[src/fifo_pkg.sv]
// Shared sizing for the valid-ready FIFO
package fifo_pkg;

  // Width of one queued word
  localparam int fifo_width = 8;

  // Number of storage entries in the RAM
  localparam int fifo_depth = 4;

  // Bits for one pointer or RAM address
  // Ceiling log2 of the depth
  localparam int fifo_address_width = $clog2(fifo_depth);

  // Bits for the occupancy counter
  // Must hold every value from 0 to fifo_depth inclusive
  localparam int fifo_count_width = $clog2(fifo_depth + 1);

  // Pointer value of the last entry, used for wrapping
  localparam logic [fifo_address_width-1:0] fifo_last_address =
    fifo_address_width'(fifo_depth - 1);

  // Counter value that means every entry is taken
  localparam logic [fifo_count_width-1:0] fifo_full_count =
    fifo_count_width'(fifo_depth);

endpackage

[src/fifo_memory_if.sv]
`timescale 1ns/10ps

// Bundle between the FIFO controller and its storage RAM
// One write port and one read port, both addressed by pointers
interface fifo_memory_if import fifo_pkg::*; ();

  // Write port
  // Strobe for one word on the next rising edge
  logic                          write_enable;
  // Entry taking the word
  logic [fifo_address_width-1:0] write_address;
  // Word to store
  logic [fifo_width-1:0]         write_data;

  // Read port
  // Marks that the head word is consumed this cycle
  logic                          read_enable;
  // Entry presented on read_data
  logic [fifo_address_width-1:0] read_address;
  // Contents of the entry at read_address, no register
  logic [fifo_width-1:0]         read_data;

  // Controller side
  // Drives strobes, addresses and write data
  modport controller (
    output write_enable,
    output write_address,
    output write_data,
    output read_enable,
    output read_address,
    input  read_data
  );

  // Storage side
  // Only the read data comes back
  modport memory (
    input  write_enable,
    input  write_address,
    input  write_data,
    input  read_enable,
    input  read_address,
    output read_data
  );

endinterface

[src/fifo_controller.sv]
`timescale 1ns/10ps

// Pointer and occupancy bookkeeping for the FIFO
// Turns accepted writes and reads into RAM accesses
module fifo_controller import fifo_pkg::*; (
  input  logic                  clock,
  input  logic                  reset,
  // Write side, already qualified by the handshake
  input  logic                  write_enable,
  input  logic [fifo_width-1:0] write_data,
  // Read side, already qualified by the handshake
  input  logic                  read_enable,
  output logic [fifo_width-1:0] read_data,
  // Status flags, registered
  output logic                  full,
  output logic                  empty,
  // Storage access
  fifo_memory_if.controller     memory
);

  // Pointers into the RAM
  logic [fifo_address_width-1:0] write_pointer;
  logic [fifo_address_width-1:0] read_pointer;

  // Number of stored words
  logic [fifo_count_width-1:0]   count;
  logic [fifo_count_width-1:0]   count_next;

  // Transfers that really happen this cycle
  logic                          write_accept;
  logic                          read_accept;

  // Next pointer value with wrap at the last entry
  // Depth need not be a power of two
  function automatic logic [fifo_address_width-1:0] advance_pointer(
    input logic [fifo_address_width-1:0] pointer
  );
    if (pointer == fifo_last_address) begin
      return '0;
    end
    return pointer + 1'b1;
  endfunction

  // No write into a full queue, no read from an empty one
  assign write_accept = write_enable && !full;
  assign read_accept  = read_enable && !empty;

  // Occupancy for the next cycle
  always_comb begin
    case ({write_accept, read_accept})
      // Write only
      2'b10:   count_next = count + 1'b1;
      // Read only
      2'b01:   count_next = count - 1'b1;
      // Idle, or write and read together
      default: count_next = count;
    endcase
  end

  // Write pointer
  always_ff @(posedge clock) begin
    if (reset) begin
      write_pointer <= '0;
    end else if (write_accept) begin
      write_pointer <= advance_pointer(write_pointer);
    end
  end

  // Read pointer
  // Moves on the consuming edge, next word shows the cycle after
  always_ff @(posedge clock) begin
    if (reset) begin
      read_pointer <= '0;
    end else if (read_accept) begin
      read_pointer <= advance_pointer(read_pointer);
    end
  end

  // Counter and flags
  // Flags come from the next count so they line up with the counter
  always_ff @(posedge clock) begin
    if (reset) begin
      count <= '0;
      full  <= 1'b0;
      empty <= 1'b1;
    end else begin
      count <= count_next;
      full  <= (count_next == fifo_full_count);
      empty <= (count_next == '0);
    end
  end

  // RAM write port follows the write pointer
  assign memory.write_enable  = write_accept;
  assign memory.write_address = write_pointer;
  assign memory.write_data    = write_data;

  // RAM read port follows the read pointer
  assign memory.read_enable   = read_accept;
  assign memory.read_address  = read_pointer;

  // Head word straight from the RAM
  assign read_data = memory.read_data;

endmodule

[src/simple_dual_port_ram.sv]
`timescale 1ns/10ps

// Storage for the FIFO
// One synchronous write port and one combinational read port
module simple_dual_port_ram import fifo_pkg::*; (
  input  logic          clock,
  fifo_memory_if.memory memory
);

  // Word array
  logic [fifo_width-1:0] storage [fifo_depth];

  // Write port
  always_ff @(posedge clock) begin
    if (memory.write_enable) begin
      storage[memory.write_address] <= memory.write_data;
    end
  end

  // Read port
  // No register, the word follows the address in the same cycle
  assign memory.read_data = storage[memory.read_address];

endmodule

[src/valid_ready_fifo.sv]
`timescale 1ns/10ps

// Synchronous FIFO with valid-ready flow control
// Write handshake on one side, read handshake on the other
module valid_ready_fifo import fifo_pkg::*; (
  input  logic                  clock,
  input  logic                  reset,
  // Status
  output logic                  full,
  output logic                  empty,
  // Write side
  input  logic [fifo_width-1:0] write_data,
  input  logic                  write_valid,
  output logic                  write_ready,
  // Read side
  output logic [fifo_width-1:0] read_data,
  output logic                  read_valid,
  input  logic                  read_ready
);

  // Transfers on this edge
  logic write_enable;
  logic read_enable;

  // Handshakes
  // A word moves when both sides agree
  assign write_enable = write_valid && write_ready;
  assign read_enable  = read_valid && read_ready;

  // Ready and valid straight from the registered flags
  assign write_ready  = !full;
  assign read_valid   = !empty;

  // Link between controller and RAM
  fifo_memory_if memory_bus ();

  // Pointers, count and flags
  fifo_controller controller (
    .clock        (clock),
    .reset        (reset),
    .write_enable (write_enable),
    .write_data   (write_data),
    .read_enable  (read_enable),
    .read_data    (read_data),
    .full         (full),
    .empty        (empty),
    .memory       (memory_bus.controller)
  );

  // Storage
  // Head word shows on read_data with no extra cycle
  simple_dual_port_ram memory (
    .clock  (clock),
    .memory (memory_bus.memory)
  );

endmodule

[config.mk]
export PLATFORM = sky130hd
export DESIGN_NAME = valid_ready_fifo
export DESIGN_NICKNAME = d
export VERILOG_FILES = /design/src/fifo_pkg.sv /design/src/fifo_memory_if.sv /design/src/fifo_controller.sv /design/src/simple_dual_port_ram.sv /design/src/valid_ready_fifo.sv
export SDC_FILE = /design/constraint.sdc
export NUM_CORES = 1
export LEC_CHECK = 0
export BUFFER_PORTS_ARGS = -buffer_cell sky130_fd_sc_hd__buf_2
export CAP_MARGIN = 10
export CORE_MARGIN = 1.5
export CORE_UTILIZATION = 55
export DETAILED_ROUTE_END_ITERATION = 10
export GPL_TIMING_DRIVEN = 1
export PLACE_DENSITY = 0.77
export SLEW_MARGIN = 40
export SYNTH_ARGS = -nofsm -noshare
export SYNTH_HDL_FRONTEND = slang
export SYNTH_SLANG_ARGS = --single-unit
export TNS_END_PERCENT = 30
[constraint.sdc]
create_clock -name clock -period 2.81 [get_ports clock]
set_clock_uncertainty 0.1 [all_clocks]
set_input_delay 0.281 -clock clock [delete_from_list [all_inputs] [get_ports clock]]
set_output_delay 0.281 -clock clock [all_outputs]
set_load 0.05 [all_outputs]
# After elaboration in Yosys (flattened, before gate mapping)
# Memories as Yosys holds them, arrays and structs flattened. A register that Yosys moved wholly into a read port is not among the register bits.
# Cells that the tools add are included.
dict set report op_classes {
  n_addsub 4
  n_mux 15
  reduce_logical 7
  n_eq_ne 5
}
# operator count
set op_table {}
lappend op_table {{$mux 2} 6}
lappend op_table {{$mux 1} 8}
lappend op_table {{$eq 2x2->1 const B} 3}
lappend op_table {{$pmux 3 s2} 1}
lappend op_table {{$add 2x1->2 const B} 2}
lappend op_table {{$logic_and 1x1->1} 4}
lappend op_table {{$add 3x1->3 const B} 1}
lappend op_table {{$eq 3x3->1 const B} 1}
lappend op_table {{$logic_not 3->1} 1}
lappend op_table {{$sub 3x1->3 const B} 1}
lappend op_table {{$eq 2x1->1 const B} 1}
lappend op_table {{$logic_not 1->1} 2}
dict set report totals {
  mem_count 1
  out_inout_bits 12
  register_bits 9
  wordCells 37
  inputBits 12
  mem_bits_rw 32
}
# memory words word_bits rd rd_clocked_by_memory_dff write_ports line_no
set memory_table {}
lappend memory_table {memory.storage 4 8 1 1 1 simple_dual_port_ram.sv:11} ;# logic [fifo_width-1:0] storage [fifo_depth];

# Depth between registers and ports, before layout
dict set report depth {
  word_depth 8
  ltp_mapped 8
  ltp_nobuf 7
}

# By module
# Synthesis repeated with hierarchy kept, for this count alone.
dict set report hier_totals {
  hier_cells 112
  area_unflattened_um2 1781.7
}
# mod seq_area_each_um2 cells_per_inst n_inst area_each_um2
set by_module_without_submodules {}
lappend by_module_without_submodules {simple_dual_port_ram 960.9 46 1 1188.6}
lappend by_module_without_submodules {fifo_controller 180.2 62 1 573.0}
lappend by_module_without_submodules {valid_ready_fifo 0.0 4 1 20.0}

# Worst setup path before layout
# No wires, ideal clock.
dict set report synth_timing {
  kind {register to register}
  start {register controller.full}
  end {register controller.full}
  period_less_slack_ns 2.329
  arrival_time_ns 2.110
  path_buffers 1
  stages_incl_launch_ff 9
  setup_slack_ns 0.481
  setup_time_ns 0.119
  required_time_ns 2.591
  cell_sequence {dfxtp_1 -> nor2b_1 -> clkbuf_1 -> inv_1 -> ha_1 -> fa_1 -> xnor2_1 -> o21a_1 -> o221a_2}
}
dict set report synth_between {
  elab_chain_cells 6
  word_cells_on_any_way 7
  cone_classes {eq/ne: 3; mux: 1; reduce/logical: 3}
}
# element line_no
set synth_rtl {}
lappend synth_rtl {{from (decl)} fifo_controller.sv:15} ;# output logic full,
lappend synth_rtl {{from (signal assigned)} fifo_controller.sv:88} ;# full <= (count_next == fifo_full_count);
lappend synth_rtl {{$logic_not 1->1 *} {fifo_controller.sv:45, valid_ready_fifo.sv:31}}
lappend synth_rtl {{$logic_and 1x1->1} valid_ready_fifo.sv:27} ;# assign write_enable = write_valid && write_ready;
lappend synth_rtl {{$logic_and 1x1->1 *} fifo_controller.sv:45} ;# assign write_accept = write_enable && !full;
lappend synth_rtl {{$eq 2x1->1 or $eq 2x2->1 (tied branches)} fifo_controller.sv:50} ;# case ({write_accept, read_accept})
lappend synth_rtl {{$pmux 3 s2 *} fifo_controller.sv:50}
lappend synth_rtl {{$eq 3x3->1 *} fifo_controller.sv:88}
# Every way passes the cells marked *; elsewhere a longest branch is shown, timed or not.
# A chain may end at the register's enable or synchronous reset.

# Worst setup path in the final report
# Same ends and word-level chain as after synthesis.

==> impl_results.md <==
* DRC viols at 0
* Layout Nets at 142
* Largest net degree at the start of global routing at 14
* Startpoint type of the worst setup path: flop
* Full die area at 3430 um2
* Initial antenna violation count at 0
* Synth Area in XOR/XNOR at 1.03%
* Grt ovf at 0
* Post-CTS sizing at 0
* Post-Route WL at 2.66 mm
* Setup TNS at 0 ns
* Fin. Hold Viols at 0
* Crit Path Class: reg -> reg
* CP max FO at 7
* Vias in the first global route at 892
* Drt pass-1 iters at 4
* Worst setup margin at 0.474 ns
* Worst-path clk slew at 0.13 ns
* Post-DP Area at 1830 um2
* Die height at 58.5 um
* Synthesis-to-finish area growth at 13.6%
* HPWL Detailed at 1.86 mm
* Routed vias/inst at 5.53
* Worst EP arrival at 2.49 ns
* LEAKAGE at 0.000731 uW
* Std-Cell Rows at 19
* First-pass GRT wire length at 4.14 mm
* Starting Density at 59.5%
* Peak VDD IR at 501 uV
* Die width at 58.5 um
* Required @ worst endpoint at 2.96 ns
* Warning count from the yosys run at 0
* Mapped Area at 1700 um2
* Ports at 24
* All-Layer GR Usage at 17.7%
* Area share of fa/ha/maj cells after synthesis at 5.60%
* Distinct cells, synth at 21
* Max-slew headroom at 62.7%
* Synth Register Bits at 43
* HP Class: in -> reg
* Layout cells sized above 1 at 32.3%
* Cts hold-fix bufs at 0
* Clock sinks at 43
* DRT antenna net count at 0
* Mux share of post-synthesis cell area at 13.6%
* Largest family of logic cells by synthesized area: multiplexers
* Sequential-to-total area share from yosys stat at 69.6%
* Avg Inst Size Synth at 17.7 um2
* CTS root buf: clkbuf_4
* Area share of and/or/nand/nor cells after synthesis at 5.68%
* Tmin final at 2.34 ns
* Tcrit/Tclk final at 83.1%
* Post-synth top area cell: edfxtp_1
* Core area at 2850 um2
* Final setup fails at 0
* Max Slew Vio Count at 0
* Max-cap violations at 0
* Layout Utilization at 67.5%
* PD cells at 843 nW/um2
* Status: completed
* Port Buffers at 23
* Post-Syn Nets at 115
* Max clock buf depth at 2
* Via count at 857
* Final instance area at 1930 um2
* Worst skew pair latency at 0.35 ns
* Post-Place Worst Slack at 0.437 ns
* H-tree depth at 2
* Maximum clock rate at 0.428 GHz
* CTS tree: done
* Synth top area share at 56.6%
* Synth top area cells: edfxtp_1 57%, dfxtp_1 13%, mux4_2 11%
* # diodes at 0
* Routed WL per cell at 17.2 um
* First DRT Iteration DRCs at 18
* Setup crit end kind: flop
* Post-synthesis compound-gate area fraction at 1.99%
* Setup bufs post-CTS at 0
* RSZ-0062 raised after global routing: no
* GP Congestion at 0.706
* Worst-margin pin slew at 0.558 ns
* Synth Instances at 96
* TritonCTS buffer count at 5
## path summary, 6_finish.rpt
| check | endpoint | start | slack, ns | depth (start not counted) |
|---|---|---|---|---|
| setup reg to reg | controller.full | controller.full | 0.47 | 7 |
| hold reg to reg | controller.memory.write_address[1] | controller.memory.write_address[1] | 0.47 | 2 |
| setup / recovery | controller.full | controller.full | 0.47 | 7 |
| hold / removal | memory.storage[2][6] | write_data[6] | 0.04 | 1 |
## cell usage after synthesis, drive strengths merged
master	n
nor3	1
o31ai	1
dfxtp	11
nor2b	2
clkbuf	2
o21a	2
mux2i	5
mux4	8
and2	4
edfxtp	32
fa	1
o221a	1
xnor2	1
nor2	9
nor3b	2
xor2	1
buf	1
inv	6
ha	6
## sequential cells by signal, indices dropped and copies added, names as in the netlist, named ones only
register and cells:
controller.memory.read_address 2, memory.storage 32, controller.memory.write_address 2, controller.empty 1
controller.full 1, controller.count 3
## critical path, stage by stage (launching register included)
cell	delay, ns
dfxtp_1	0.36
nor2b_1	0.39
inv_1	0.09
ha_1	0.26
fa_1	0.39
xnor2_1	0.16
o21a_1	0.20
o221a_2	0.29
## kinds of logic after synthesis
group / after synthesis
AOI/OAI and AO/OA: 4
xor gates and xnor gates: 2
adders and majority gates: 7
buffers and inverters: 9
DFF: 43
muxes: 13
and+or+nand+nor: 18
## stage by stage
| step | power [uW] | instances | hold slack [ns] |
|---|---|---|---|
| 6_report | 1620 | 155 | 0.0402 |
| 3_3_place_gp | 1190 | 147 | 0.391 |
| 3_5_place_dp | 1200 | 147 | 0.402 |
| 2_1_floorplan | 1120 | 96 | 0.253 |
| 4_1_cts | 1640 | 155 | 0.0257 |
| 5_1_grt | 1700 | 155 | 0.00722 |
## metal layers
metal	vias up	share of wire [%]	GRT usage (%)	routed length (um)
li1	411	-	-	-
met1	423	39	18.4	1050
met2	17	56	32.6	1480
met3	6	3.6	6.59	97
met4	0	1.4	5.98	37
met5	-	0	0	0
## placed cells by master (no fill, tap or decap)
cell / instances
and2_1: 4
buf_2: 23
bufinv_16: 1
clkbuf_1: 1
clkbuf_16: 1
clkbuf_4: 5
dfxtp_1: 11
edfxtp_1: 32
fa_1: 1
ha_1: 6
inv_1: 6
mux2i_1: 5
mux4_2: 8
nor2_1: 9
nor2b_1: 2
nor3_1: 1
nor3b_1: 1
nor3b_2: 1
o21a_1: 2
o221a_2: 1
o31ai_1: 1
xnor2_1: 1
xor2_1: 1
## power breakdown
group | internal (uW) | total, uW | switching [uW]
sequential | 745 | 799 | 53.4
clock | 242 | 437 | 195
combinational | 135 | 388 | 253
total | 1120 | 1620 | 501
## final cells by class
type	count	area, um2
flip-flops and latches	43	1180
fillers	212	926
multi-input cells	44	473
repair buffers	23	115
clock buffers	7	66.3
well taps	31	38.8
clock inverters	1	30.0
inverters	6	22.5
(Power assumes the default switching activity.)
